[config.mk]
export PLATFORM = sky130hd
export DESIGN_NAME = hazard_unit
export DESIGN_NICKNAME = d
export VERILOG_FILES = /design/src/hw/cpu_pkg.sv /design/src/hw/hazard_unit.sv
export SDC_FILE = /design/constraint.sdc
export NUM_CORES = 1
export LEC_CHECK = 0
export BUFFER_PORTS_ARGS = -buffer_cell sky130_fd_sc_hd__buf_4
export CAP_MARGIN = 20
export CORE_AREA = 2 2 104 106
export DETAILED_ROUTE_END_ITERATION = 8
export DIE_AREA = 0 0 106 108
export GPL_ROUTABILITY_DRIVEN = 0
export SLEW_MARGIN = 10
export SYNTH_ARGS = -nofsm -noshare
export SYNTH_HDL_FRONTEND = slang
export SYNTH_SLANG_ARGS = --single-unit
[constraint.sdc]
create_clock -name vclk -period 2.28
set_input_delay 0.57 -clock vclk [all_inputs]
set_output_delay 0.57 -clock vclk [all_outputs]
set_load 0.01 [all_outputs]
[src/hw/cpu_pkg.sv]
package cpu_pkg;

  // ------------------------------------------------------------------
  // Sizes and memory map
  // ------------------------------------------------------------------
  localparam int data_w     = 32;
  localparam int regno_w    = 4;
  localparam int imem_words = 16384;
  localparam int dmem_words = 16384;
  localparam int imem_aw    = $clog2(imem_words); // Word index bits
  localparam int dmem_aw    = $clog2(dmem_words);
  localparam int hex_w      = 24;
  localparam int ledr_w     = 10;
  localparam int key_w      = 4;

  typedef logic [data_w-1:0]  word_t;
  typedef logic [regno_w-1:0] regno_t;

  localparam word_t start_pc  = 32'h0000_0100;
  localparam word_t addr_hex  = 32'hFFFF_F000;
  localparam word_t addr_ledr = 32'hFFFF_F020;
  localparam word_t addr_key  = 32'hFFFF_F080;

  localparam logic [hex_w-1:0] hex_reset = 24'hFEDEAD;

  // ------------------------------------------------------------------
  // Opcodes
  // ------------------------------------------------------------------
  typedef enum logic [5:0] {
    ALUR = 6'b000000,
    BEQ  = 6'b001000,
    BLT  = 6'b001001,
    BLE  = 6'b001010,
    BNE  = 6'b001011,
    JAL  = 6'b001100,
    LW   = 6'b010010,
    SW   = 6'b011010,
    ADDI = 6'b100000,
    ANDI = 6'b100100,
    ORI  = 6'b100101,
    XORI = 6'b100110
  } op1_e;

  typedef enum logic [7:0] {
    EQ   = 8'b00001000,
    LT   = 8'b00001001,
    LE   = 8'b00001010,
    NE   = 8'b00001011,
    ADD  = 8'b00100000,
    AND  = 8'b00100100,
    OR   = 8'b00100101,
    XOR  = 8'b00100110,
    SUB  = 8'b00101000,
    NAND = 8'b00101100,
    NOR  = 8'b00101101,
    NXOR = 8'b00101110,
    RSHF = 8'b00110000,
    LSHF = 8'b00110001
  } op2_e;

  // ------------------------------------------------------------------
  // Pipeline latches
  // ------------------------------------------------------------------
  typedef struct packed {
    logic is_br;
    logic is_jmp;
    logic rd_mem;
    logic wr_mem;
    logic wr_reg;
  } ctrl_t;

  typedef struct packed {
    logic   valid;
    word_t  pc_next;  // Own address plus 4
    op1_e   op1;
    op2_e   op2;
    word_t  regval1;
    word_t  regval2;
    word_t  imm;      // Sign-extended
    regno_t wregno;
    ctrl_t  ctrl;
  } id_ex_t;

  typedef struct packed {
    logic   valid;
    word_t  aluout;   // Result or memory address
    word_t  regval2;  // Store data
    regno_t wregno;
    logic   rd_mem;
    logic   wr_mem;
    logic   wr_reg;
  } ex_mem_t;

  typedef struct packed {
    logic   wr_reg;
    regno_t wregno;
    word_t  value;
  } mem_wb_t;

  typedef struct packed {
    logic  taken;
    word_t target;
  } redirect_t;

  // ------------------------------------------------------------------
  // I/O writes
  // ------------------------------------------------------------------
  typedef enum logic [1:0] {
    IO_HEX,
    IO_LEDR
  } io_target_e;

  typedef struct packed {
    logic       strobe;
    io_target_e target;
    word_t      data;     // Full store word, before truncation
  } io_event_t;

endpackage

[src/hw/hazard_unit.sv]
`timescale 1ns/1ns

module hazard_unit (
  input  cpu_pkg::regno_t   rs,
  input  cpu_pkg::regno_t   rt,
  input  logic              uses_rt,
  input  cpu_pkg::id_ex_t   id_ex,
  input  cpu_pkg::ex_mem_t  ex_mem,
  input  cpu_pkg::mem_wb_t  mem_wb,
  output logic              stall
);

  import cpu_pkg::*;

  logic hit_ex;
  logic hit_mem;
  logic hit_wb;

  // True when the decoding instruction reads register w
  function automatic logic reads_reg(regno_t w, regno_t src_s, regno_t src_t,
                                     logic t_used);
    return (w == src_s) || (t_used && (w == src_t));
  endfunction

  // Register 0 is an ordinary register here
  assign hit_ex  = id_ex.valid && id_ex.ctrl.wr_reg &&
                   reads_reg(id_ex.wregno, rs, rt, uses_rt);
  assign hit_mem = ex_mem.valid && ex_mem.wr_reg &&
                   reads_reg(ex_mem.wregno, rs, rt, uses_rt);
  assign hit_wb  = mem_wb.wr_reg &&
                   reads_reg(mem_wb.wregno, rs, rt, uses_rt);

  assign stall = hit_ex || hit_mem || hit_wb; // No forwarding paths

endmodule

; ---- After elaboration in Yosys (flattened, before gate mapping)
; Cells that the tools add are included.
[op_classes]
n_eq_ne = 6
reduce_logical = 13
[op_table]
columns = op, count
row1 = 4-bit == test, 6
row2 = 1-bit logical AND, 8
row3 = 1-bit logical OR, 5
[word_totals]
regBits = 0
inputBits = 270
out_inout_bits = 1
elab_cells = 19

; ---- Depth between registers and ports, before layout
[depth]
word_depth = 6
mapped_depth = 5
depth_no_buf = 5

; ---- Worst setup path before layout
; Ideal clock, no wire load.
[synth_path]
path_type = input to output
from = input id_ex[7] (netlist name)
to = output stall
arrival_time_ns = 1.253
required_time_ns = 1.710
path_slack_ns = 0.457
path_stages = 4
path_buffers = 0
path_cell_list = xor2_1 > o41ai_2 > nand3_1 > nand3_1
[synth_between]
elab_chain_len = 6
word_cells_on_any_way = 7
classes_between = eq/ne (2) / reduce/logical (5)
[synth_rtl]
columns = item, line
row1 = "start, declared", hazard_unit.sv:7  ; input cpu_pkg::id_ex_t id_ex,
row2 = 4-bit == test, hazard_unit.sv:22  ; return (w == src_s) || (t_used && (w == src_t));
row3 = 1-bit logical AND, hazard_unit.sv:22
row4 = 1-bit logical OR *, hazard_unit.sv:22
row5 = 1-bit logical AND *, hazard_unit.sv:26  ; assign hit_ex = id_ex.valid && id_ex.ctrl.wr_reg &&
row6 = 1-bit logical OR * (2 in a row), hazard_unit.sv:33  ; assign stall = hit_ex || hit_mem || hit_wb;
row7 = "end, declared", hazard_unit.sv:10  ; output logic stall
; Mark *: on every way between the ends. The rest lies on a longest branch, timed or not.

; ---- Worst setup path in the final report
; Ends and elaborated chain as after synthesis.

==> metrics <==
warnings from Yosys 0; GR Util All Layers 2.75%; DR pass1 iterations 4; ANT cells 0; Starting Density around 3.0%; period utilisation layout 92.2%; crit-path max FO 2; fin worst setup slack about 180 ps; Seq/Total Area, Yosys 0%; unrepaired setup endpoints after global routing no; NetSw between 40 and 50 uW; status complete, no violations; Net Sw Frac around 44%; HP Class input pin to primary output; WS Path Type input pin to primary output; P_int 56.3 uW; Post-Syn Nets 310; Filler cells 1194; PwrDens about 150 nW/um^2; Final Max Tran Viols 0; register area 0 sq um; detailed placement HPWL 1.48 mm; seq_cells 0; Finish-stage setup viols 0; CP startpoint kind input pin; Syn Std Cell Area just over 300 sq um; CP bufs+invs 2; Yosys cell types 15; logic gate share of total power 100.0%; CP endpoint kind primary output; first-pass GRT wire length 2.43 mm; placed cell count between 200 and 250; Synth Instances 40; cell family with most CP delay compound AO/OA/AOI/OAI gates; Site Rows 37; VDD IR max 0.0000648 V; post-cts sizing count 0; I/O Buffers 27; Final min period 2100 ps; Slew HR between 80 and 90%; Avg WL per Cell 7.82 microns; multi-input logic area 297 sq um; power share of the clock group 0%; Congestion Overflow GR 0; CP arrival 1530 ps; Hold Vio Cnt, Final 0; Post-Layout Cell Count 203; IO Count roughly 270; initial DRC count 16; initial antenna violation count 2; Final nets between 300 and 400; Post-Place Setup Slack about 170 ps; number of routed nets with antenna violations 0; die height 108 microns; hold buffers post-CTS 0; drt total wl 1.59 mm; CP max stage cell o41ai_2; syn avg cell area 7.69 sq um; Die X 106 microns; Via Count 419; P_leak 0.247 nW; setup bufs post-CTS 0; Max Freq 476 MHz; Core ar. 10200 sq um; Worst-Margin Slew 294 ps; share of layout cells above drive strength 1 43.3%; Clock Buffer Count 0; largest net degree at the start of global routing 5; CP max stage delay 330 ps; Required @ worst endpoint approximately 1700 ps; Die ar. 11400 sq um; final total negative setup slack 0 ps; # DRC 0; CP cell instances buf_4, xor2_1, o41ai_2, nand3_1, nand3_1, buf_4; sequential share of power 0%; via-per-instance ratio 2.06; Maximum Capacitance Violations 0; vias in the first global route roughly 430; Synth-to-Final Area Change 121%
## power by group through the flow
| stage | Clock (mW) | Combinational (mW) | Sequential (mW) |
|---|---|---|---|
| 5_1_grt | 0 | 0.110 | 0 |
| 2_1_floorplan | 0 | 0.0402 | 0 |
| 3_5_place_dp | 0 | 0.101 | 0 |
| 4_1_cts | 0 | 0.101 | 0 |
| 6_report | 0 | 0.100 | 0 |
| 3_3_place_gp | 0 | 0.0983 | 0 |
## cells in the mapped netlist, drive strengths merged
library cell / instances / share of area (%)
a21oi: 1 / 1.6
a222oi: 1 / 3.3
a31oi: 1 / 2.0
inv: 3 / 3.7
nand2: 1 / 1.2
nand3: 3 / 4.9
nand4: 2 / 4.1
nor3: 2 / 3.3
nor4: 2 / 4.1
o211ai: 1 / 2.4
o22ai: 1 / 2.0
o41ai: 1 / 5.3
xnor2: 8 / 23
xor2: 13 / 39
## cells by family (layout without fill, tap and decap cells)
| logic type | Yosys count | in the layout | share of synthesized area [%] |
|---|---|---|---|
| AO/OA/AOI/OAI | 6 | 6 | 16.7 |
| XOR/XNOR | 21 | 21 | 62.2 |
| buffers and inverters | 3 | 30 | 3.66 |
| AND/OR/NAND/NOR | 10 | 10 | 17.5 |
## path summary, 6_finish.rpt
path                    end  depth (start not counted)       start  slack (ps)
worst min-delay path  stall                          4  mem_wb[36]        1490
worst max-delay path  stall                          6    id_ex[7]         180
## layout by cell type, fill, tap and decap left out
| master | netlist | routed |
|---|---|---|
| a21oi_1 | 1 | 1 |
| a222oi_1 | 1 | 1 |
| a31oi_1 | 1 | 1 |
| buf_4 | 0 | 27 |
| inv_1 | 3 | 3 |
| nand2_1 | 1 | 1 |
| nand3_1 | 3 | 3 |
| nand4_1 | 2 | 2 |
| nor3_1 | 2 | 2 |
| nor4_1 | 2 | 2 |
| o211ai_1 | 1 | 1 |
| o22ai_1 | 1 | 1 |
| o41ai_2 | 1 | 1 |
| xnor2_1 | 8 | 8 |
| xor2_1 | 12 | 12 |
| xor2_2 | 1 | 1 |
## through the flow
step           power (mW)  instance area [sq um]  hold slack (ps)  utilization (%)
4_1_cts             0.101                    681             1490             6.65
3_5_place_dp        0.101                    681             1480             6.65
6_report            0.100                    681             1490             6.65
3_3_place_gp       0.0983                    681             1490             6.65
5_1_grt             0.110                    681             1520             6.65
2_1_floorplan      0.0402                    308             1300                -
## cell type report
cell class | count | area share (%)
multi-input cells | 37 | 43.6
repair buffers | 27 | 29.8
well taps | 136 | 25.0
inverters | 3 | 1.65
## metal layers
metal / GRT usage (%) / part of all wire, %
met5: 0 / 0.88
met4: 0 / 0.063
met3: 1.27 / 15
met2: 4.52 / 43
met1: 3.54 / 41
Note: power is estimated with default switching activity, not from simulation.
