`src/hw/cpu_pkg.sv`:
```
package cpu_pkg;

  // ------------------------------------------------------------------
  // Sizes and memory map
  // ------------------------------------------------------------------
  localparam int data_w     = 32;
  localparam int regno_w    = 4;
  localparam int imem_words = 16384;
  localparam int dmem_words = 16384;
  localparam int imem_aw    = $clog2(imem_words); // Word index bits
  localparam int dmem_aw    = $clog2(dmem_words);
  localparam int hex_w      = 24;
  localparam int ledr_w     = 10;
  localparam int key_w      = 4;

  typedef logic [data_w-1:0]  word_t;
  typedef logic [regno_w-1:0] regno_t;

  localparam word_t start_pc  = 32'h0000_0100;
  localparam word_t addr_hex  = 32'hFFFF_F000;
  localparam word_t addr_ledr = 32'hFFFF_F020;
  localparam word_t addr_key  = 32'hFFFF_F080;

  localparam logic [hex_w-1:0] hex_reset = 24'hFEDEAD;

  // ------------------------------------------------------------------
  // Opcodes
  // ------------------------------------------------------------------
  typedef enum logic [5:0] {
    ALUR = 6'b000000,
    BEQ  = 6'b001000,
    BLT  = 6'b001001,
    BLE  = 6'b001010,
    BNE  = 6'b001011,
    JAL  = 6'b001100,
    LW   = 6'b010010,
    SW   = 6'b011010,
    ADDI = 6'b100000,
    ANDI = 6'b100100,
    ORI  = 6'b100101,
    XORI = 6'b100110
  } op1_e;

  typedef enum logic [7:0] {
    EQ   = 8'b00001000,
    LT   = 8'b00001001,
    LE   = 8'b00001010,
    NE   = 8'b00001011,
    ADD  = 8'b00100000,
    AND  = 8'b00100100,
    OR   = 8'b00100101,
    XOR  = 8'b00100110,
    SUB  = 8'b00101000,
    NAND = 8'b00101100,
    NOR  = 8'b00101101,
    NXOR = 8'b00101110,
    RSHF = 8'b00110000,
    LSHF = 8'b00110001
  } op2_e;

  // ------------------------------------------------------------------
  // Pipeline latches
  // ------------------------------------------------------------------
  typedef struct packed {
    logic is_br;
    logic is_jmp;
    logic rd_mem;
    logic wr_mem;
    logic wr_reg;
  } ctrl_t;

  typedef struct packed {
    logic   valid;
    word_t  pc_next;  // Own address plus 4
    op1_e   op1;
    op2_e   op2;
    word_t  regval1;
    word_t  regval2;
    word_t  imm;      // Sign-extended
    regno_t wregno;
    ctrl_t  ctrl;
  } id_ex_t;

  typedef struct packed {
    logic   valid;
    word_t  aluout;   // Result or memory address
    word_t  regval2;  // Store data
    regno_t wregno;
    logic   rd_mem;
    logic   wr_mem;
    logic   wr_reg;
  } ex_mem_t;

  typedef struct packed {
    logic   wr_reg;
    regno_t wregno;
    word_t  value;
  } mem_wb_t;

  typedef struct packed {
    logic  taken;
    word_t target;
  } redirect_t;

  // ------------------------------------------------------------------
  // I/O writes
  // ------------------------------------------------------------------
  typedef enum logic [1:0] {
    IO_HEX,
    IO_LEDR
  } io_target_e;

  typedef struct packed {
    logic       strobe;
    io_target_e target;
    word_t      data;     // Full store word, before truncation
  } io_event_t;

endpackage

```
`src/hw/decode_stage.sv`:
```
`timescale 1ns/1ns

module decode_stage (
  input  logic                clk,
  input  logic                reset,
  input  cpu_pkg::word_t      inst,
  input  cpu_pkg::word_t      pc_next,
  input  cpu_pkg::word_t      rdata1,
  input  cpu_pkg::word_t      rdata2,
  input  logic                stall,
  input  cpu_pkg::redirect_t  redirect,
  output cpu_pkg::regno_t     rs,
  output cpu_pkg::regno_t     rt,
  output logic                uses_rt,
  output cpu_pkg::id_ex_t     id_ex
);

  import cpu_pkg::*;

  op1_e   op1;
  op2_e   op2;
  regno_t rd;
  word_t  imm;
  regno_t wregno;
  ctrl_t  ctrl;
  logic   is_bubble;

  // Field split
  assign op1 = op1_e'(inst[31:26]);
  assign op2 = op2_e'(inst[25:18]);
  assign rd  = inst[11:8];
  assign rs  = inst[7:4];
  assign rt  = inst[3:0];
  assign imm = {{(data_w-16){inst[23]}}, inst[23:8]};

  assign is_bubble = (inst == '0); // Word left by a fetch flush
  assign wregno    = (op1 == ALUR) ? rd : rt;

  always_comb begin
    ctrl    = '0;
    uses_rt = 1'b0;
    case (op1)
      ALUR: begin
        ctrl.wr_reg = 1'b1;
        uses_rt     = 1'b1;
      end
      BEQ, BLT, BLE, BNE: begin
        ctrl.is_br = 1'b1;
        uses_rt    = 1'b1;
      end
      JAL: begin
        ctrl.is_jmp = 1'b1;
        ctrl.wr_reg = 1'b1;
      end
      LW: begin
        ctrl.rd_mem = 1'b1;
        ctrl.wr_reg = 1'b1;
      end
      SW: begin
        ctrl.wr_mem = 1'b1;
        uses_rt     = 1'b1; // Store data
      end
      ADDI, ANDI, ORI, XORI: ctrl.wr_reg = 1'b1;
      default: ctrl = '0;   // Unknown opcode runs as a no-op
    endcase
  end

  // ------------------------------------------------------------------
  // ID/EX latch
  // ------------------------------------------------------------------
  always_ff @(posedge clk or posedge reset) begin
    if (reset) begin
      id_ex <= '0;
    end else if (redirect.taken || stall || is_bubble) begin
      id_ex <= '0;
    end else begin
      id_ex.valid   <= 1'b1;
      id_ex.pc_next <= pc_next;
      id_ex.op1     <= op1;
      id_ex.op2     <= op2;
      id_ex.regval1 <= rdata1;
      id_ex.regval2 <= rdata2;
      id_ex.imm     <= imm;
      id_ex.wregno  <= wregno;
      id_ex.ctrl    <= ctrl;
    end
  end

endmodule

```
`config.mk`:
```
export PLATFORM = sky130hd
export DESIGN_NAME = decode_stage
export DESIGN_NICKNAME = d
export VERILOG_FILES = /design/src/hw/cpu_pkg.sv /design/src/hw/decode_stage.sv
export SDC_FILE = /design/constraint.sdc
export NUM_CORES = 1
export LEC_CHECK = 0
export BUFFER_PORTS_ARGS = -buffer_cell sky130_fd_sc_hd__buf_2
export CAP_MARGIN = 20
export CORE_AREA = 8 8 118 120
export CTS_BUF_LIST = sky130_fd_sc_hd__clkbuf_8 sky130_fd_sc_hd__clkbuf_16
export CTS_CLUSTER_DIAMETER = 30
export DETAILED_ROUTE_END_ITERATION = 8
export DIE_AREA = 0 0 126 128
export HOLD_SLACK_MARGIN = 0.08
export PLACE_DENSITY = 0.79
export RECOVER_POWER = 100
export SLEW_MARGIN = 20
export SYNTH_ARGS = -nofsm -noshare
export SYNTH_HDL_FRONTEND = slang
export SYNTH_SLANG_ARGS = --single-unit
```
`constraint.sdc`:
```
create_clock -name clk -period 5.45 [get_ports clk]
set_clock_uncertainty 0.2 [all_clocks]
set_input_delay 0.2725 -clock clk [delete_from_list [all_inputs] [get_ports clk]]
set_output_delay 0.2725 -clock clk [all_outputs]
set_load 0.02 [all_outputs]
```
; Yosys cells after proc, flatten, opt, wreduce, memory -nomap -nowiden
; Cells that the tools add are included.
; W data, S select, Z words.
[classes]
reduce_logical = 7
mux = 8
n_eq_ne = 11
[op_table]
columns = operator, n
row1 = $mux W152, 1
row2 = $logic_not A32 Y1, 1
row3 = $eq A6 B4 Y1 const B, 5
row4 = $eq A6 B6 Y1 const B, 4
row5 = $eq A6 B5 Y1 const B, 2
row6 = $reduce_or A7 Y1, 1
row7 = $logic_not A6 Y1, 1
row8 = $mux W1, 6
row9 = $reduce_or A6 Y1, 1
row10 = $mux W4, 1
row11 = $reduce_or A4 Y1, 1
row12 = $logic_or A1 B1 Y1, 2
[totals]
regBits = 152
word_cells = 39

; Depth between registers and ports, before layout
[depth]
word_depth = 4
mapped_depth = 8
ltp_nobuf = 5

; Worst setup path before layout
; No wires, ideal clock.
[synth_path]
path_kind = input to register
start = input inst[26]
end = register id_ex[100] (netlist name)
path_buffers = 3
setup_slack_ns = 3.044
setup_time_ns = 0.119
arrival_time_ns = 2.087
required_ns = 5.131
path_stages = 8
cell_sequence = or3_1 or4_1 buf_2 o31ai_4 inv_2 buf_6 clkbuf_2 and2_1
[synth_via]
elab_chain_cells = 3
[synth_lines]
columns = element, line_no
row1 = from (decl), decode_stage.sv:6  ; input cpu_pkg::word_t inst,
row2 = $logic_not A32 Y1, decode_stage.sv:36  ; assign is_bubble = (inst == '0);
row3 = $logic_or A1 B1 Y1, decode_stage.sv:74  ; end else if (redirect.taken || stall || is_bubble) begin
row4 = $mux W152, decode_stage.sv:74
row5 = to (decl), decode_stage.sv:15  ; output cpu_pkg::id_ex_t id_ex
; No other way between the ends.

; Worst setup path after layout
[layout_path]
start = input inst[26]
end = register id_ex[115] (netlist name)
; Same word-level chain as after synthesis.

==> results.py <==
metrics = {
    "drt": {
        "wl_per_cell_um": 17.40,
        "vias_per_cell": 4.417,
        "drtIter0Drc": 240,
        "drc": 0,
        "wirelength_um": 15730,
        "dr.pass1.iters": 4,
        "antenna_left": 0,
        "num_vias": 3993,
    },
    "synthesis": {
        "synthesis.nets": 500,
        "synthTopCellsByArea": "dfrtp_1 (71%), and2_1 (16%), buf_4 (4.9%), clkbuf_2 (1.1%), nor2_1 (0.90%)",
        "yosysTopAreaCell": "dfrtp_1",
        "synth_edf_count": 0,
        "synth_fa_ha_area_share_pct": 0,
        "synthTopCellsByCount": "dfrtp_1 (130), and2_1 (120), buf_4 (30), nor2_1 (11), clkbuf_2 (10)",
        "syn-instance-count": 336,
        "ys.flop_type": "dfrtp_1",
        "synth_mux_area_share_pct": 0.8741,
        "synth_compound_area_share_pct": 1.038,
        "synth_top_area_share_pct": 71.02,
        "syn_area_per_cell_um2": 13.63,
        "synthSimpleGateAreaFrac_pct": 20.38,
        "yosysMostFrequentCell": "dfrtp_1",
        "synth-xor-area-share_pct": 0,
        "synth-seq-cells": 130,
        "synth_cell_type_count": 26,
        "ys_seq_area_share_pct": 71.02,
        "ys_warn_count": 0,
        "synth-async-reset-ratio_pct": 100.0,
        "netlist_area_mm2": 0.004581,
        "synth_top_family_by_area": "simple AND/OR/NAND/NOR gates",
    },
    "floorplanning": {
        "placementRows": 41,
        "die_area_mm2": 0.01613,
        "coreArea_mm2": 0.01221,
        "io_pins": 325,
        "start_util_pct": 37.52,
        "die_h_um": 128,
        "dieWidth_um": 126,
    },
    "setup_path": {
        "cp-start-kind": "input port",
        "path_max_fanout": 61,
        "worstPathArrival_ns": 4.27,
        "crit_path_end_kind": "flop",
        "cp.required_ns": 5.53,
        "path_class": "in2reg",
    },
    "placement": {
        "dp_slack_ns": 2.106,
        "place_area_mm2": 0.005948,
        "dp_hpwl_um": 9812,
        "place_congestion": 0.8297,
        "port_buffers": 292,
    },
    "hold_path": {
        "hold_depth": 5,
        "min_path_type": "in2reg",
        "min_from": "inst[4]",
        "hold-path-endpoint": "id_ex[0]",
    },
    "sta": {
        "slew_headroom_pct": -88.57,
        "max_slew.worst_pin.slew_ns": 2.813,
        "hold_viol_final": 0,
        "setup_violations": 0,
        "rsz0062_at_grt": "false",
        "min_period_ns": 4.188,
        "fin_tns_setup_ns": 0,
        "fmax_ghz": 0.2388,
        "fin_crit_sh_pct": 76.85,
        "setup_ws_ns": 1.262,
        "slew_violations": 67,
    },
    "status": {
        "violations": "capacitance limit, slew limit",
        "outcome": "complete, but fails checks",
    },
    "clock_network": {
        "cts-root-buf": "clkbuf_16",
        "ctsResizeCount": 0,
        "cts_sinks": 130,
        "cts_buffers": 17,
        "path_clk_slew_ns": 0.06,
        "htree_levels": 4,
        "ctsHoldBuffers": 134,
        "clockBufferDepth": 2,
        "cts_tree": "built",
        "post_cts_buffers": 0,
    },
    "finish": {
        "register_area_mm2": 0.003253,
        "area_growth_pct": 67.50,
        "largest_register": "id_ex",
        "top_regs": "id_ex x130",
        "nets": 903,
        "design_area_mm2": 0.007672,
        "drive_above_1_share_pct": 22.21,
        "final_util_pct": 62.84,
        "nFillCells": 964,
        "multi_input_area_mm2": 0.001007,
        "largest_register_ff_count": 130,
    },
    "grt": {
        "grt_first_pass_wirelength_um": 24240,
        "grt_pass1_vias": 4545,
        "grt_max_degree": 67,
        "antenna_found_initial": 2,
        "grt_use_total_pct": 19.45,
        "overflow": 0,
    },
    "flow_run": {
        "drv_cap": 1,
    },
    "power_and_ir_drop": {
        "power_mw": 2.426,
        "ir_worst_vdd_mv": 0.1732,
        "p_per_area_mw_per_mm2": 316.1,
        "leakagePower_nw": 3.720,
    },
}
==> cell usage in the layout, fill, tap and decap left out, drive strengths merged <==
cell type	netlist	layout
clkbuf	12	183
dlygate4sd3	0	134
buf	32	131
dfrtp	130	130
and2	120	120
nor2	11	11
clkinv	0	7
nor4	6	6
mux2i	4	4
nand3b	3	3
clkinvlp	0	3
diode	0	2
nand3	2	2
or4b	2	2
a21oi	2	2
bufinv	0	2
inv	2	2
or3	1	1
or4	1	1
nand4	1	1
o31ai	1	1
nor3	1	1
and3	1	1
and3b	1	1
o21bai	1	1
a211o	1	1
nand4bb	1	1
==> metal layers <==
metal	GRT usage [%]	vias to the layer above	share of wire [%]
met5	0	-	0
met1	19.83	1920	36
li1	-	1834	-
met4	8.422	0	1.9
met3	8.153	22	9.1
met2	34.40	217	53
==> report_power, final <==
part | switching [mW] | leakage, nW | total, mW | internal (mW)
clock | 0.411 | 0.292 | 1.12 | 0.709
sequential | 0.0134 | 1.75 | 1.01 | 1.00
combinational | 0.158 | 1.68 | 0.290 | 0.132
total | 0.582 | 3.72 | 2.43 | 1.84
==> worst max-delay path by stage <==
stage | endpoint | start | cells after the start
final | id_ex[115] | inst[26] | 8
after global routing | id_ex[115] | inst[26] | 8
after CTS | id_ex[57] | inst[26] | 8
after detailed placement | id_ex[57] | inst[26] | 7
after global placement | id_ex[68] | inst[26] | 7
after floorplan | id_ex[0] | reset | 1
==> critical path: stages <==
cell and delay, ns:
dlygate4sd3_1 0.53, clkbuf_1 0.15, or3_1 0.41, or4_1 0.58, o31ai_1 0.97, inv_2 0.60
buf_4 0.45, and2_0 0.25
==> through the flow <==
step / hold slack (ns) / instances
final: 0.3258 / 904
after global routing: 0.3408 / 904
after CTS: 0.1694 / 902
after detailed placement: 0.2804 / 736
after global placement: 0.2674 / 736
after floorplan: 0.2011 / 336
==> logic make-up (layout without fill, tap and decap cells) <==
family | Yosys count | after routing
AOI/OAI and AO/OA | 5 | 5
buffers and inverters | 46 | 462
DFF | 130 | 130
muxes | 4 | 4
other | 0 | 2
and+or+nand+nor | 151 | 151
==> layout make-up <==
cell class,instances,share of cell area (%)
clock buffer,20,6.083
tap,150,2.446
multi-input combinational,160,13.13
timing repair buffer,428,34.07
clock inverter,12,1.696
sequential,130,42.40
inverter,2,0.1142
antenna,2,0.06523
Power figures use the tool's default switching activity.
