$ cat src/hw/cpu_pkg.sv
package cpu_pkg;

  // ------------------------------------------------------------------
  // Sizes and memory map
  // ------------------------------------------------------------------
  localparam int data_w     = 32;
  localparam int regno_w    = 4;
  localparam int imem_words = 16384;
  localparam int dmem_words = 16384;
  localparam int imem_aw    = $clog2(imem_words); // Word index bits
  localparam int dmem_aw    = $clog2(dmem_words);
  localparam int hex_w      = 24;
  localparam int ledr_w     = 10;
  localparam int key_w      = 4;

  typedef logic [data_w-1:0]  word_t;
  typedef logic [regno_w-1:0] regno_t;

  localparam word_t start_pc  = 32'h0000_0100;
  localparam word_t addr_hex  = 32'hFFFF_F000;
  localparam word_t addr_ledr = 32'hFFFF_F020;
  localparam word_t addr_key  = 32'hFFFF_F080;

  localparam logic [hex_w-1:0] hex_reset = 24'hFEDEAD;

  // ------------------------------------------------------------------
  // Opcodes
  // ------------------------------------------------------------------
  typedef enum logic [5:0] {
    ALUR = 6'b000000,
    BEQ  = 6'b001000,
    BLT  = 6'b001001,
    BLE  = 6'b001010,
    BNE  = 6'b001011,
    JAL  = 6'b001100,
    LW   = 6'b010010,
    SW   = 6'b011010,
    ADDI = 6'b100000,
    ANDI = 6'b100100,
    ORI  = 6'b100101,
    XORI = 6'b100110
  } op1_e;

  typedef enum logic [7:0] {
    EQ   = 8'b00001000,
    LT   = 8'b00001001,
    LE   = 8'b00001010,
    NE   = 8'b00001011,
    ADD  = 8'b00100000,
    AND  = 8'b00100100,
    OR   = 8'b00100101,
    XOR  = 8'b00100110,
    SUB  = 8'b00101000,
    NAND = 8'b00101100,
    NOR  = 8'b00101101,
    NXOR = 8'b00101110,
    RSHF = 8'b00110000,
    LSHF = 8'b00110001
  } op2_e;

  // ------------------------------------------------------------------
  // Pipeline latches
  // ------------------------------------------------------------------
  typedef struct packed {
    logic is_br;
    logic is_jmp;
    logic rd_mem;
    logic wr_mem;
    logic wr_reg;
  } ctrl_t;

  typedef struct packed {
    logic   valid;
    word_t  pc_next;  // Own address plus 4
    op1_e   op1;
    op2_e   op2;
    word_t  regval1;
    word_t  regval2;
    word_t  imm;      // Sign-extended
    regno_t wregno;
    ctrl_t  ctrl;
  } id_ex_t;

  typedef struct packed {
    logic   valid;
    word_t  aluout;   // Result or memory address
    word_t  regval2;  // Store data
    regno_t wregno;
    logic   rd_mem;
    logic   wr_mem;
    logic   wr_reg;
  } ex_mem_t;

  typedef struct packed {
    logic   wr_reg;
    regno_t wregno;
    word_t  value;
  } mem_wb_t;

  typedef struct packed {
    logic  taken;
    word_t target;
  } redirect_t;

  // ------------------------------------------------------------------
  // I/O writes
  // ------------------------------------------------------------------
  typedef enum logic [1:0] {
    IO_HEX,
    IO_LEDR
  } io_target_e;

  typedef struct packed {
    logic       strobe;
    io_target_e target;
    word_t      data;     // Full store word, before truncation
  } io_event_t;

endpackage

$ cat src/hw/reg_file.sv
`timescale 1ns/1ns

module reg_file (
  input  logic              clk,
  input  logic              reset,
  input  cpu_pkg::regno_t   rs,
  input  cpu_pkg::regno_t   rt,
  input  cpu_pkg::mem_wb_t  mem_wb,
  output cpu_pkg::word_t    rdata1,
  output cpu_pkg::word_t    rdata2
);

  import cpu_pkg::*;

  word_t regs [2**regno_w];

  // Falling-edge write, so decode reads the new value in the same cycle
  always_ff @(negedge clk or posedge reset) begin
    if (reset) begin
      for (int i = 0; i < 2**regno_w; i++)
        regs[i] <= '0;
    end else if (mem_wb.wr_reg) begin
      regs[mem_wb.wregno] <= mem_wb.value;
    end
  end

  assign rdata1 = regs[rs];
  assign rdata2 = regs[rt];

endmodule

$ cat config.mk
export PLATFORM = sky130hd
export DESIGN_NAME = reg_file
export DESIGN_NICKNAME = d
export VERILOG_FILES = /design/src/hw/cpu_pkg.sv /design/src/hw/reg_file.sv
export SDC_FILE = /design/constraint.sdc
export NUM_CORES = 1
export LEC_CHECK = 0
export BUFFER_PORTS_ARGS = -buffer_cell sky130_fd_sc_hd__buf_2
export CORE_MARGIN = 3
export CORE_UTILIZATION = 40
export CTS_BUF_LIST = sky130_fd_sc_hd__clkbuf_8
export CTS_CLUSTER_DIAMETER = 200
export CTS_CLUSTER_SIZE = 16
export DETAILED_ROUTE_END_ITERATION = 8
export GPL_TIMING_DRIVEN = 1
export PLACE_DENSITY_LB_ADDON = 0.1
export SLEW_MARGIN = 20
export SYNTH_ARGS = -nofsm -noshare
export SYNTH_HDL_FRONTEND = slang
export SYNTH_SLANG_ARGS = --single-unit
export TNS_END_PERCENT = 20
$ cat constraint.sdc
create_clock -name clk -period 17.8 [get_ports clk]
set_input_delay 2.67 -clock clk [delete_from_list [all_inputs] [get_ports clk]]
set_output_delay 2.67 -clock clk [all_outputs]
set_load 0.05 [all_outputs]
# After elaboration in Yosys (flattened, before gate mapping)
# Cells that the tools add are included.
[op_classes]
n_lt_le_gt_ge = 4
muxes = 9
bitwise = 3
reduce_logical = 1
[op_table]
columns = ["cell", "n"]
rows = [
  ["$bwmux W512", 1],
  ["$bmux W32 S4", 2],
  ["$mux W32", 5],
  ["$demux W32 S4", 1],
  ["$ge A5 B5 Y1 const B", 3],
  ["$not A4 Y5", 3],
  ["$lt A5 B1 Y1 const B", 1],
  ["$logic_and A1 B1 Y1", 1],
]
[word_totals]
reg_bits = 512
output_inout_bits = 64
word_cells = 33

# Depth between registers and ports, before layout
# Gate-level depths: netlist of run 1.
[logic_depth]
word_depth = 6
mapped_depth = 6
ltp_nobuf = 3

==> results.sh, run 1 <==
export IMPL_crit_slowest_cell="mux4_2"
export IMPL_postSynth_asyncResetShare_pct=100
export IMPL_routedWlPerCell_um=29.5
export IMPL_stdcell_count=2547
export IMPL_place_gp_congestion=0.728
export IMPL_first_pass_iters=4
export IMPL_route_detailed_drc=0
export IMPL_p_per_area_mw_per_mm2=111
export IMPL_ys_warn_count=0
export IMPL_worstPathArrival_ns=11.16
export IMPL_finalPower_mw=3.16
export IMPL_path_clk_slew_ns=0.07
export IMPL_crit_required_ns=15.13
export IMPL_setup_violations=0
export IMPL_ctsLongestPathBuffers=3
export IMPL_worstMarginPinSlew_ns=1.12
export IMPL_rsz0062_at_grt="no"
export IMPL_vdd_drop_max_mv=0.0568
export IMPL_syn_area_mm2=0.0266
export IMPL_vias=15833
export IMPL_grt_usage_pct=21.6
export IMPL_worst_hold_slack_ns=0.458
export IMPL_core_area_mm2=0.0652
export IMPL_yosys_most_used_dff="dfrtn_1"
export IMPL_syn_inst=1681
export IMPL_drt_iter0_drc=1169
export IMPL_cts_tree="built"
export IMPL_wl_met1_um=32700
export IMPL_reg_top3="regs (512)"
export IMPL_synth_fp_nets=1728
export IMPL_cts_htree_levels=2
export IMPL_cts_sinks=512
export IMPL_area_growth_pct=6.88
export IMPL_cp_end_kind="primary output"
export IMPL_worstPathBufferInverterCount=1
export IMPL_setup_tns_ns=0
export IMPL_numCtsBuffers=37
export IMPL_yosysMostFrequentCell="dfrtn_1"
export IMPL_initial_utilization_pct=40.9
export IMPL_ys_types=23
export IMPL_drt_vias_per_instance=6.22
export IMPL_regMostFlops="regs"
export IMPL_synth_top_area_share_pct=48.1
export IMPL_fp_row_count=93
export IMPL_grt_pass1_wl_um=114000
export IMPL_hold_viol_final=0
export IMPL_antenna_found_initial=7
export IMPL_fp_dieW_um=264
export IMPL_met3WireLength_um=2810
export IMPL_grt_max_degree=172
export IMPL_avgSynthCellArea_um2=15.8
export IMPL_die_area_mm2=0.0697
export IMPL_critPathLaunchType="flip-flop"
export IMPL_cts_resized=0
export IMPL_status="complete, no violations"
export IMPL_crit_family="multiplexers"
export IMPL_top_layer="met5"
export IMPL_hpwl_um=39900
export IMPL_fin_skew_ns=0
export IMPL_postCtsSetupBuffers=0
export IMPL_synth_edff_count=0
export IMPL_nets=1738
export IMPL_drive_gt1_share_pct=56.7
export IMPL_largest_reg_flops=512
export IMPL_finalMaxSlewViolations=0
export IMPL_critical_path_class="reg2out"
export IMPL_p_leak_nw=11.9
export IMPL_slowest_delay_ns=0.47
export IMPL_cp_cell_sequence="mux4_2, a22oi_1, nand2_1, buf_2"
export IMPL_cts_hold_fix_buffers=0
export IMPL_grt_overflow=0
export IMPL_portBuffers=110
export IMPL_maxCapViolations=0
export IMPL_postRouteAntennaNets=0
export IMPL_relSlewSlack_pct=25.0
export IMPL_dr_wl_met2_um=37600
export IMPL_yosys_top_cells_count="512 x dfrtn_1, 465 x mux2_2, 256 x mux4_2"
export IMPL_yosys_register_bits=512
export IMPL_clock_latency_ns=0.58
export IMPL_synth_largest_area_cell="dfrtn_1"
export IMPL_path_max_fanout=3
export IMPL_ys_seq_area_share_pct=48.1
export IMPL_clockRootBuffer="clkbuf_8"
export IMPL_placedCellCount=2507
export IMPL_die_h_um=264
export IMPL_ioPinCount=111
export IMPL_finalCoreUtilization_pct=43.7
export IMPL_min_path_type="reg2reg"
export IMPL_finalWirelength_um=75100
export IMPL_grt_pass1_vias=16823
export IMPL_synth_area_top_cells="dfrtn_1 48%, mux4_2 22%, mux2_2 20%, a22oi_1 3.6%, mux2_4 1.7%"
layout make-up:
cell class / count / area [um^2]
antenna: 3 / 7.51
clock buffer: 37 / 509
fill: 5870 / 36700
inverter: 1 / 7.51
multi-input combinational: 995 / 13200
sequential: 512 / 12800
tap: 855 / 1070
timing repair buffer: 144 / 876
metrics by stage:
step | worst slack, ns | instance area, um^2
6_report | 3.97 | 28500
5_1_grt | 3.87 | 28500
4_1_cts | 3.86 | 28500
3_5_place_dp | 3.79 | 27900
3_3_place_gp | 3.82 | 27900
2_1_floorplan | -0.495 | 26600
kinds of logic (layout without fill, tap and decap cells):
kind of cell,count (synthesis),after routing,synth area share [%]
muxes,768,768,43.7
DFF,512,512,48.1
buffers and inverters,174,182,2.88
AOI/OAI and AO/OA,128,128,3.61
and+or+nand+nor,99,99,1.68
other,0,3,0
per-layer routing:
layer  GRT usage (%)  vias up
li1                -     6539
met1            29.7     8796
met2            36.5      386
met3            2.49      110
met4            6.16        2
met5               0        -
layout by cell type (no fill, tap or decap), drive strengths merged:
master and n:
clkinvlp 1, nor2b 4, mux2 512, mux4 256
a22oi 128, nor2 9, nand3b 3, nand2b 3
nand2 67, dfrtn 512, buf 144, nand3 3
or4 1, and2 2, nor3 3, diode 3
or3 2, nor3b 2, clkbuf 37
worst paths after layout:
check	cells past startpoint	end	slack (ns)	startpoint
hold / removal	1	regs[208]	0.46	regs[208]
hold reg to reg	1	regs[208]	0.46	regs[208]
setup / recovery	4	rdata1[6]	3.97	regs[134]
min in group asynchronous	3	regs[414]	11.10	reset
setup reg to reg	1	regs[87]	16.98	regs[87]
max in group asynchronous	4	regs[290]	5.16	reset
report_power, final:
part | internal, mW | switching, mW | total (mW)
Sequential | 1.46 | 0.190 | 1.65
Combinational | 0.507 | 0.426 | 0.933
Clock | 0.189 | 0.388 | 0.577
Total | 2.16 | 1.00 | 3.16
Note: power is estimated with default switching activity, not from simulation.
==> inputs of run 2 (changes only) <==
Clock period 17.8 ns to 11.6 ns, I/O delays scaled along.
==> run 2 against run 1 <==
Final area rose by 0.25%. Clock skew stayed put. Critical endpoint is now rdata1[28]. Largest power group unchanged. Utilization is 0.11 points higher. Total power increased by 54%. Worst setup slack got worse by 2.1 ns. Count of clock-buffer cells in the layout did not move. Critical path type unchanged.
==> results.sh, run 2 (synthesized netlist as in run 1, its figures left out) <==
export IMPL_status="complete, no violations"
export IMPL_ctsLongestPathBuffers=3
export IMPL_clockRootBuffer="clkbuf_8"
export IMPL_antenna_found_initial=7
export IMPL_ioPinCount=111
export IMPL_route_detailed_drc=0
export IMPL_timing_rr_start="regs[494]"
export IMPL_critPathLaunchType="flip-flop"
export IMPL_portBuffers=110
export IMPL_regMostFlops="regs"
export IMPL_worstMarginPinSlew_ns=1.16
export IMPL_maxCapViolations=0
export IMPL_cp_end_kind="primary output"
export IMPL_fp_dieW_um=264
export IMPL_largest_reg_flops=512
export IMPL_crit_slowest_cell="mux4_2"
export IMPL_initial_utilization_pct=40.9
export IMPL_hpwl_um=43100
export IMPL_cp_cell_sequence="mux4_2, a22oi_1, nand2_1, buf_2"
export IMPL_crit_required_ns=9.86
export IMPL_first_pass_iters=5
export IMPL_stdcell_count=2552
export IMPL_reg_top3="regs (512)"
export IMPL_path_clk_slew_ns=0.07
export IMPL_placedCellCount=2511
export IMPL_fin_skew_ns=0
export IMPL_grt_pass1_vias=16936
export IMPL_r2r_end="regs[494]"
export IMPL_cts_resized=0
export IMPL_finalWirelength_um=75700
export IMPL_hold_end="regs[208]"
export IMPL_worstHoldStart="regs[208]"
export IMPL_grt_max_degree=112
export IMPL_placed_cell_area_mm2=0.0280
export IMPL_final_common_cell="dfrtn_1"
export IMPL_die_area_mm2=0.0697
export IMPL_cts_hold_fix_buffers=0
export IMPL_setup_ws_ns=1.88
export IMPL_design_area_mm2=0.0285
export IMPL_grt_pass1_wl_um=114000
export IMPL_relSlewSlack_pct=22.9
export IMPL_nets=1742
export IMPL_crit_family="multiplexers"
export IMPL_post_place_ws_ns=1.66
export IMPL_hold_depth=1
export IMPL_routedWlPerCell_um=29.7
export IMPL_rsz0062_at_grt="no"
export IMPL_postRouteAntennaNets=0
export IMPL_drt_vias_per_instance=6.18
export IMPL_fp_row_count=93
export IMPL_r2r_cells=1
export IMPL_cts_htree_levels=2
export IMPL_worstPathArrival_ns=7.98
export IMPL_worst_hold_slack_ns=0.459
export IMPL_r2r_setup_slack_ns=10.75
export IMPL_vdd_drop_max_mv=0.0929
export IMPL_multi_input_area_mm2=0.0132
export IMPL_grt_overflow=0
export IMPL_worstPathBufferInverterCount=1
export IMPL_area_growth_pct=7.15
export IMPL_vias=15780
export IMPL_postCtsSetupBuffers=0
export IMPL_register_area_mm2=0.0128
export IMPL_core_area_mm2=0.0652
export IMPL_drive_gt1_share_pct=56.8
export IMPL_finalMaxSlewViolations=0
export IMPL_p_leak_nw=11.9
export IMPL_min_path_type="reg2reg"
export IMPL_slowest_delay_ns=0.47
export IMPL_die_h_um=264
export IMPL_cts_sinks=512
export IMPL_clock_latency_ns=0.58
export IMPL_most_common_layout_cells="512 x dfrtn_1, 465 x mux2_2, 256 x mux4_2"
export IMPL_filler_cell_count=5814
export IMPL_drt_iter0_drc=1153
export IMPL_setup_violations=0
export IMPL_hold_viol_final=0
export IMPL_p_per_area_mw_per_mm2=170
export IMPL_worst_path_stages=4
export IMPL_numCtsBuffers=37
export IMPL_cts_tree="built"
export IMPL_grt_usage_pct=21.8
export IMPL_critical_path_class="reg2out"
export IMPL_path_max_fanout=3
export IMPL_place_gp_congestion=0.746
## run 2: report_power, final
part / total (mW) / switching [mW] / leakage [nW] / internal, mW
Sequential: 2.54 / 0.294 / 6.28 / 2.24
Clock: 0.889 / 0.600 / 0.266 / 0.290
Combinational: 1.44 / 0.658 / 5.35 / 0.779
## run 2: routing by layer
metal	wire length, um	track usage (%)	part of all wire, %	vias to the layer above
met4	1650	5.53	2.2	0
met1	33100	30.0	44	8791
met2	38100	37.1	50	361
met5	0	0	0	-
met3	2870	2.50	3.8	96
li1	-	-	-	6532
## run 2: stage by stage
stage	TNS, ns	util (%)	total power [mW]
after floorplan	-1364.34	-	3.64
after global placement	0	43.0	3.96
after detailed placement	0	43.0	4.01
after CTS	0	43.8	4.92
after global routing	0	43.8	5.12
final	0	43.8	4.86
## run 2: how the worst max path moves through the flow
stage                     startpoint         end  slack [ns]
final                      regs[156]  rdata1[28]        1.88
after detailed placement  mem_wb[34]   regs[275]        1.66
after global placement    mem_wb[35]   regs[326]        1.70
after floorplan                reset     regs[0]       -2.66
after global routing       regs[156]  rdata1[28]        1.83
after CTS                  regs[156]  rdata1[28]        1.84
## run 2: cell type report
| cell class | instances | share of cell area, % |
|---|---|---|
| Antenna cell | 4 | 0.0351 |
| Inverter | 1 | 0.0263 |
| Tap cell | 855 | 3.75 |
| Multi-Input combinational cell | 995 | 46.2 |
| Sequential cell | 512 | 44.9 |
| Timing Repair Buffer | 148 | 3.31 |
| Clock buffer | 37 | 1.78 |
