[src/hw/cpu_pkg.sv]
package cpu_pkg;

  // ------------------------------------------------------------------
  // Sizes and memory map
  // ------------------------------------------------------------------
  localparam int data_w     = 32;
  localparam int regno_w    = 4;
  localparam int imem_words = 16384;
  localparam int dmem_words = 16384;
  localparam int imem_aw    = $clog2(imem_words); // Word index bits
  localparam int dmem_aw    = $clog2(dmem_words);
  localparam int hex_w      = 24;
  localparam int ledr_w     = 10;
  localparam int key_w      = 4;

  typedef logic [data_w-1:0]  word_t;
  typedef logic [regno_w-1:0] regno_t;

  localparam word_t start_pc  = 32'h0000_0100;
  localparam word_t addr_hex  = 32'hFFFF_F000;
  localparam word_t addr_ledr = 32'hFFFF_F020;
  localparam word_t addr_key  = 32'hFFFF_F080;

  localparam logic [hex_w-1:0] hex_reset = 24'hFEDEAD;

  // ------------------------------------------------------------------
  // Opcodes
  // ------------------------------------------------------------------
  typedef enum logic [5:0] {
    ALUR = 6'b000000,
    BEQ  = 6'b001000,
    BLT  = 6'b001001,
    BLE  = 6'b001010,
    BNE  = 6'b001011,
    JAL  = 6'b001100,
    LW   = 6'b010010,
    SW   = 6'b011010,
    ADDI = 6'b100000,
    ANDI = 6'b100100,
    ORI  = 6'b100101,
    XORI = 6'b100110
  } op1_e;

  typedef enum logic [7:0] {
    EQ   = 8'b00001000,
    LT   = 8'b00001001,
    LE   = 8'b00001010,
    NE   = 8'b00001011,
    ADD  = 8'b00100000,
    AND  = 8'b00100100,
    OR   = 8'b00100101,
    XOR  = 8'b00100110,
    SUB  = 8'b00101000,
    NAND = 8'b00101100,
    NOR  = 8'b00101101,
    NXOR = 8'b00101110,
    RSHF = 8'b00110000,
    LSHF = 8'b00110001
  } op2_e;

  // ------------------------------------------------------------------
  // Pipeline latches
  // ------------------------------------------------------------------
  typedef struct packed {
    logic is_br;
    logic is_jmp;
    logic rd_mem;
    logic wr_mem;
    logic wr_reg;
  } ctrl_t;

  typedef struct packed {
    logic   valid;
    word_t  pc_next;  // Own address plus 4
    op1_e   op1;
    op2_e   op2;
    word_t  regval1;
    word_t  regval2;
    word_t  imm;      // Sign-extended
    regno_t wregno;
    ctrl_t  ctrl;
  } id_ex_t;

  typedef struct packed {
    logic   valid;
    word_t  aluout;   // Result or memory address
    word_t  regval2;  // Store data
    regno_t wregno;
    logic   rd_mem;
    logic   wr_mem;
    logic   wr_reg;
  } ex_mem_t;

  typedef struct packed {
    logic   wr_reg;
    regno_t wregno;
    word_t  value;
  } mem_wb_t;

  typedef struct packed {
    logic  taken;
    word_t target;
  } redirect_t;

  // ------------------------------------------------------------------
  // I/O writes
  // ------------------------------------------------------------------
  typedef enum logic [1:0] {
    IO_HEX,
    IO_LEDR
  } io_target_e;

  typedef struct packed {
    logic       strobe;
    io_target_e target;
    word_t      data;     // Full store word, before truncation
  } io_event_t;

endpackage

[src/hw/execute_stage.sv]
`timescale 1ns/1ns

module execute_stage (
  input  logic                clk,
  input  logic                reset,
  input  cpu_pkg::id_ex_t     id_ex,
  output cpu_pkg::ex_mem_t    ex_mem,
  output cpu_pkg::redirect_t  redirect
);

  import cpu_pkg::*;

  word_t a;
  word_t b;
  word_t imm_x4;
  word_t aluout;
  logic  br_cond;
  logic  taken;
  word_t target;

  assign a      = id_ex.regval1;
  assign b      = id_ex.regval2;
  assign imm_x4 = {id_ex.imm[data_w-3:0], 2'b00};

  // ------------------------------------------------------------------
  // ALU
  // ------------------------------------------------------------------
  always_comb begin
    case (id_ex.op1)
      ALUR: begin
        case (id_ex.op2)
          EQ:      aluout = {{(data_w-1){1'b0}}, a == b};
          LT:      aluout = {{(data_w-1){1'b0}}, $signed(a) < $signed(b)};
          LE:      aluout = {{(data_w-1){1'b0}}, $signed(a) <= $signed(b)};
          NE:      aluout = {{(data_w-1){1'b0}}, a != b};
          ADD:     aluout = a + b;
          AND:     aluout = a & b;
          OR:      aluout = a | b;
          XOR:     aluout = a ^ b;
          SUB:     aluout = a - b;
          NAND:    aluout = ~(a & b);
          NOR:     aluout = ~(a | b);
          NXOR:    aluout = ~(a ^ b);
          RSHF:    aluout = $signed(a) >>> b; // Arithmetic
          LSHF:    aluout = a << b;
          default: aluout = '0;
        endcase
      end
      LW, SW, ADDI: aluout = a + id_ex.imm;   // Also the memory address
      ANDI:         aluout = a & id_ex.imm;
      ORI:          aluout = a | id_ex.imm;
      XORI:         aluout = a ^ id_ex.imm;
      JAL:          aluout = id_ex.pc_next;   // Link value
      default:      aluout = '0;
    endcase
  end

  // Branch condition, signed
  always_comb begin
    case (id_ex.op1)
      BEQ:     br_cond = (a == b);
      BLT:     br_cond = ($signed(a) < $signed(b));
      BLE:     br_cond = ($signed(a) <= $signed(b));
      BNE:     br_cond = (a != b);
      default: br_cond = 1'b0;
    endcase
  end

  assign taken  = id_ex.valid && (id_ex.ctrl.is_jmp || (id_ex.ctrl.is_br && br_cond));
  assign target = id_ex.ctrl.is_jmp ? (a + imm_x4) : (id_ex.pc_next + imm_x4);

  // ------------------------------------------------------------------
  // EX/MEM latch and redirect strobe
  // ------------------------------------------------------------------
  always_ff @(posedge clk or posedge reset) begin
    if (reset) begin
      ex_mem   <= '0;
      redirect <= '0;
    end else if (redirect.taken) begin
      ex_mem   <= '0;   // Squash the instruction behind the branch
      redirect <= '0;
    end else begin
      ex_mem.valid    <= id_ex.valid;
      ex_mem.aluout   <= aluout;
      ex_mem.regval2  <= b;
      ex_mem.wregno   <= id_ex.wregno;
      ex_mem.rd_mem   <= id_ex.ctrl.rd_mem;
      ex_mem.wr_mem   <= id_ex.ctrl.wr_mem;
      ex_mem.wr_reg   <= id_ex.ctrl.wr_reg;
      redirect.taken  <= taken;
      redirect.target <= target;
    end
  end

endmodule

[config.mk]
export PLATFORM = sky130hd
export DESIGN_NAME = execute_stage
export DESIGN_NICKNAME = d
export VERILOG_FILES = /design/src/hw/cpu_pkg.sv /design/src/hw/execute_stage.sv
export SDC_FILE = /design/constraint.sdc
export NUM_CORES = 1
export LEC_CHECK = 0
export BUFFER_PORTS_ARGS = -buffer_cell sky130_fd_sc_hd__buf_2
export CAP_MARGIN = 5
export CORE_MARGIN = 4
export CORE_UTILIZATION = 54
export DETAILED_ROUTE_END_ITERATION = 10
export PLACE_DENSITY = 0.86
export SLEW_MARGIN = 20
export SYNTH_ARGS = -nofsm -noshare
export SYNTH_HDL_FRONTEND = slang
export SYNTH_SLANG_ARGS = --single-unit
[constraint.sdc]
create_clock -name clk -period 3.6 [get_ports clk]
set_input_delay 0.72 -clock clk [delete_from_list [all_inputs] [get_ports clk]]
set_output_delay 0.72 -clock clk [all_outputs]
set_load 0.01 [all_outputs]
[Yosys cells after proc, flatten, opt, wreduce, memory -nomap -nowiden]
Cells that the tools add are included.
Storage, ports and cells
  bits in read-only memories: 0
  latch bits: 0
  memories kept: 0
  memory bits (writable): 0
  logic and storage cells: 65
  output and inout bits: 105
  input bits: 154
  register bits: 105
Operators by class
  mux-type cells: 6
  add/subtract/negate cells: 5
  $mul: 0
  equal/unequal tests: 27
  bitwise operators: 9
  divide/modulo/power cells: 0
  magnitude comparators: 2
  reductions and logical operators: 5
  shift-type cells: 2
Operator list (count)
  case mux 32 bit (14 select lines): 1
  case mux 32 bit (6 select lines): 1
  adder 32 bit: 4
  NOT 32 bit: 3
  == test 8 x 6 -> 1 bit, second input constant: 10
  2-to-1 mux 72 bit: 1
  bitwise AND 32 bit: 2
  bitwise OR 32 bit: 2
  XOR 32 bit: 2
  2-to-1 mux 33 bit: 1
  == test 32 bit: 1
  == test 8 x 4 -> 1 bit, second input constant: 4
  <= comparator 32 bit: 1
  < comparator 32 bit: 1
  2-to-1 mux 32 bit: 1
  != test 32 bit: 1
  left shift 32 x 32 -> 32 bit: 1
  >>> shifter 32 x 32 -> 32 bit: 1
  subtractor 32 bit: 1
  == test 6 x 4 -> 1 bit, second input constant: 5
  == test 6 bit, second input constant: 4
  == test 6 x 5 -> 1 bit, second input constant: 2
  zero test 6 bit: 1
  case mux 1 bit (4 select lines): 1
  3 further kinds: 4

[Depth between registers and ports, before layout]
  depth in word-level cells: 6
  gate-level depth with buffers: 17

[Least setup slack after synthesis]
OpenSTA, ideal clock, no wires.
  path kind: input-to-reg
  start point: input id_ex[43] (netlist bit)
  end point: register ex_mem[63] (netlist bit)
  required time: 3522 ps
  setup slack: -697 ps
  arrival time: 4219 ps
  library setup time: 78 ps
  stages on the path: 17
  path through: buf_2 buf_2 inv_1 buf_1 clkbuf_1 ha_1 buf_2 a21o_1 a221o_1 o2111ai_2 nand2_1 a21o_1 a41o_1 a2111oi_2 a31oi_1 o32ai_1 o21bai_1
Between the ends
  cells in the longest elaborated chain, start to end: 4
Ends and longest elaborated chain
  start, declared: line execute_stage.sv:6  | input cpu_pkg::id_ex_t id_ex,
  subtractor 32 bit, or another cell as far along: line execute_stage.sv:40  | SUB: aluout = a - b;
  case mux 32 bit (14 select lines) *: line execute_stage.sv:31  | case (id_ex.op2)
  case mux 32 bit (6 select lines) *: line execute_stage.sv:29  | case (id_ex.op1)
  2-to-1 mux 72 bit *: line execute_stage.sv:79  | end else if (redirect.taken) begin
  end, declared: line execute_stage.sv:7  | output cpu_pkg::ex_mem_t ex_mem,
Every way passes the cells marked *; elsewhere a longest branch is shown, timed or not.

[Final worst setup path]
  start point: input id_ex[41] (netlist bit)
  end point: register ex_mem[70] (netlist bit)
The elaborated chain is that of the path after synthesis.

==> results.tsv <==
stage	metric	value	unit
setup_path	r2r_end	ex_mem[69]	
timing	slew-limit-headroom	41.6	%
status	status	finished, violations left	
final_layout	fillers	2571	
grt	antenna_found_initial	2	
drt	detail_route.vias_per_cell	6.68	
clock_tree	tritoncts	done	
placed_design	place_inst	3443	
timing	holdWs	0.456	ns
logic_synthesis	yosysSeqAreaShare	14.8	%
grt	overflow	0	
setup_path	crit_fanout	4	
floorplan	num_rows	66	
placed_design	gp_congestion	1.13	
drt	drt-initial-drc-count	3751	
setup_path	regToRegStartpoint	redirect[32]	
power	vdd_ir_drop_max	0.325	mV
setup_path	path_class	input pin to flip-flop	
final_layout	diodes	0	
power	cellPowerDensity	245	nW/um^2
final_layout	layout_commonest_cell	buf_4	
clock_tree	h-tree-depth	3	
timing	setup_ws	-0.00622	ns
timing	setup_viol	2	
clock_tree	clock_sinks	105	
grt	grt_max_degree	81	
clock_tree	hold_buffers	0	
setup_path	rrSetupSlack	1.41	ns
drt	vias	23123	
floorplan	die_h	189	microns
drt	first_pass_iters	8	
clock_tree	cts_buffers	9	
final_layout	fin_nets	3360	
floorplan	core_area	32500	sq um
logic_synthesis	postSynthAreaPerCell	7.49	sq um
floorplan	io_pins	259	
logic_synthesis	ys.flop_type	dfrtp_1	
timing	fin_crit_sh	100	%
grt	grt_pass1_vias	22605	
power	leakage	11.4	nW
clock_tree	root_buffer	clkbuf_16	
drt	drc	0	
final_layout	layout-drive-gt1-share	32.1	%
timing	finalCriticalPeriod	3.61	ns
drt	postRouteAntennaNets	0	
status	violations	setup timing	
clock_tree	path_clk_slew	0.08	ns
hold_path	hold_path_class	input pin to async pin	
final_layout	area_growth	33.8	%
timing	worst_pin_slew	0.868	ns
drt	wl_per_cell	25.8	microns
drt	routed_wl	89200	microns
setup_path	end_kind	flip-flop	
logic_synthesis	synth_edf_count	0	
timing	finalClockSkew	0.0265	ns
placed_design	io_buffers	258	
grt	track_usage	47.7	%
placed_design	dp_hpwl	70800	microns
logic_synthesis	syn_area	17700	sq um
logic_synthesis	async_reset_ff_share	100	%
logic_synthesis	ys_ff_latch	105	
timing	hold_viol	0	
setup_path	r2r_cells	5	
final_layout	layout_common_cells	buf_4 (534), nor2_1 (259), buf_2 (256), a21oi_1 (202), ha_1 (187)	
logic_synthesis	synthCells	2368	
floorplan	start_util	54.6	%
clock_tree	clock_latency	0.42	ns
setup_path	critPathRequiredTime	3.85	ns
timing	max_freq	0.277	GHz
timing	slew_viol_final	0	
timing	rsz0062_at_grt	true	
logic_synthesis	yosysWarnings	0	
setup_path	cp-start-kind	input pin	
logic_synthesis	synth_nets	2715	
floorplan	die_w	189	microns
floorplan	die_area	35800	sq um
logic_synthesis	yosysUniqueCellTypes	89	
final_layout	fin_cells	3460	
setup_path	cp-startpoint	id_ex[41]	
setup_path	arrival	3.85	ns
grt	grt_pass1_wl	132000	microns
flow_run	cap_violations	0	
clock_tree	cts_max_path_buffers	2	
-- logic make-up (layout without fill, tap and decap cells) --
group	count (synthesis)	in the layout	synth area share (%)
DFF	105	105	14.8
and+or+nand+nor	665	665	17.1
buffers and inverters	328	978	7.48
muxes	168	168	12.1
AOI/OAI and AO/OA	819	819	30.2
adders and majority gates	193	193	13.8
xor gates and xnor gates	90	90	4.45
-- power breakdown --
group          switching (mW)  internal, mW  leakage, nW  total, mW
Sequential             0.0416          1.29         1.33       1.33
Clock                   0.581         0.641        0.165       1.22
Combinational            1.87          1.40         9.94       3.27
-- cell usage after synthesis (all sizes together) (5+ instances only) --
master / instances / area [sq um]
o211ai: 33 / 248
a21boi: 7 / 52.6
o32ai: 5 / 43.8
nor2b: 29 / 181
dfrtp: 105 / 2630
nand3b: 5 / 37.5
mux2: 47 / 529
o21bai: 24 / 180
nand2: 169 / 637
o22ai: 38 / 238
nor3: 54 / 275
a21oi: 206 / 1030
buf: 67 / 347
a221oi: 39 / 348
inv: 158 / 593
a31o: 7 / 61.3
a2111oi: 14 / 131
a211o: 5 / 43.8
mux2i: 88 / 881
o31ai: 15 / 113
a221o: 18 / 180
a311oi: 5 / 43.8
and3: 18 / 114
and2: 20 / 125
xor2: 33 / 289
o21a: 13 / 97.6
o31a: 6 / 52.6
a22oi: 27 / 203
o221ai: 12 / 105
mux4: 33 / 743
xnor2: 57 / 499
a211oi: 55 / 413
nor4: 23 / 150
or3: 10 / 67.6
ha: 189 / 2360
nand3: 41 / 205
a31oi: 28 / 175
o21ai: 184 / 925
clkbuf: 101 / 379
a21o: 36 / 272
nor2: 260 / 976
nand4: 12 / 75.1
-- worst max path at each step --
stage | cells after the start | to | slack [ns]
after detailed placement | 16 | redirect[31] | -0.69
after global routing | 15 | ex_mem[70] | -0.14
final | 16 | ex_mem[70] | -0.006
after global placement | 16 | redirect[31] | -0.52
after floorplan | 17 | ex_mem[63] | -0.04
after CTS | 13 | ex_mem[68] | 0.006
-- routing by layer --
metal | track usage [%] | up-vias | part of all wire, %
li1 | - | 10016 | -
met1 | 61.6 | 10797 | 37
met2 | 72.4 | 1906 | 43
met3 | 12.6 | 400 | 14
met4 | 27.0 | 4 | 6.7
met5 | 0 | - | 0.035
-- through the flow --
stage / setup slack, ns / cell area [sq um] / power, mW / utilization (%) / setup TNS [ns]
CTS: 0.00562 / 23500 / 5.65 / 72.5 / 0
detailed placement: -0.690 / 23100 / 4.42 / 71.3 / -12.07
global route: -0.142 / 23700 / 6.06 / 73.1 / -0.325
global placement: -0.521 / 23100 / 4.35 / 71.3 / -9.52
floorplan: -0.0420 / 17900 / 3.04 / - / -0.0420
finish: -0.00622 / 23700 / 5.82 / 73.1 / -0.0116
-- worst max-delay path: stages --
cell and delay, ns:
buf_4 0.15, buf_4 0.15, ha_1 0.23, buf_4 0.15, a211oi_2 0.29, o211ai_1 0.22
a21bo_4 0.32, a2111oi_4 0.42, o41ai_1 0.15, buf_4 0.16, o22ai_2 0.21, xor2_1 0.16
nor2_1 0.06, nor3b_1 0.22, buf_4 0.15, o32ai_1 0.07
-- sequential cells by signal (all words and copies together), names as in the netlist --
register  cells
ex_mem       72
redirect     33
-- what timing repair did --
action,CTS,global route
setup buffers,0,1
endpoints found under the setup margin,9,28
resized for setup,10,42
pin swaps,0,6
-- area by class of cell --
class | instances | area (sq um) | share of cell area [%]
multi-input cells | 1935 | 14100 | 59.3
well taps | 442 | 553 | 2.33
clock buffers | 10 | 239 | 1.01
inverters | 160 | 611 | 2.57
flip-flops and latches | 105 | 2630 | 11.1
repair buffers | 802 | 5530 | 23.3
clock inverters | 6 | 97.6 | 0.411
Note: power is estimated with default switching activity, not from simulation.
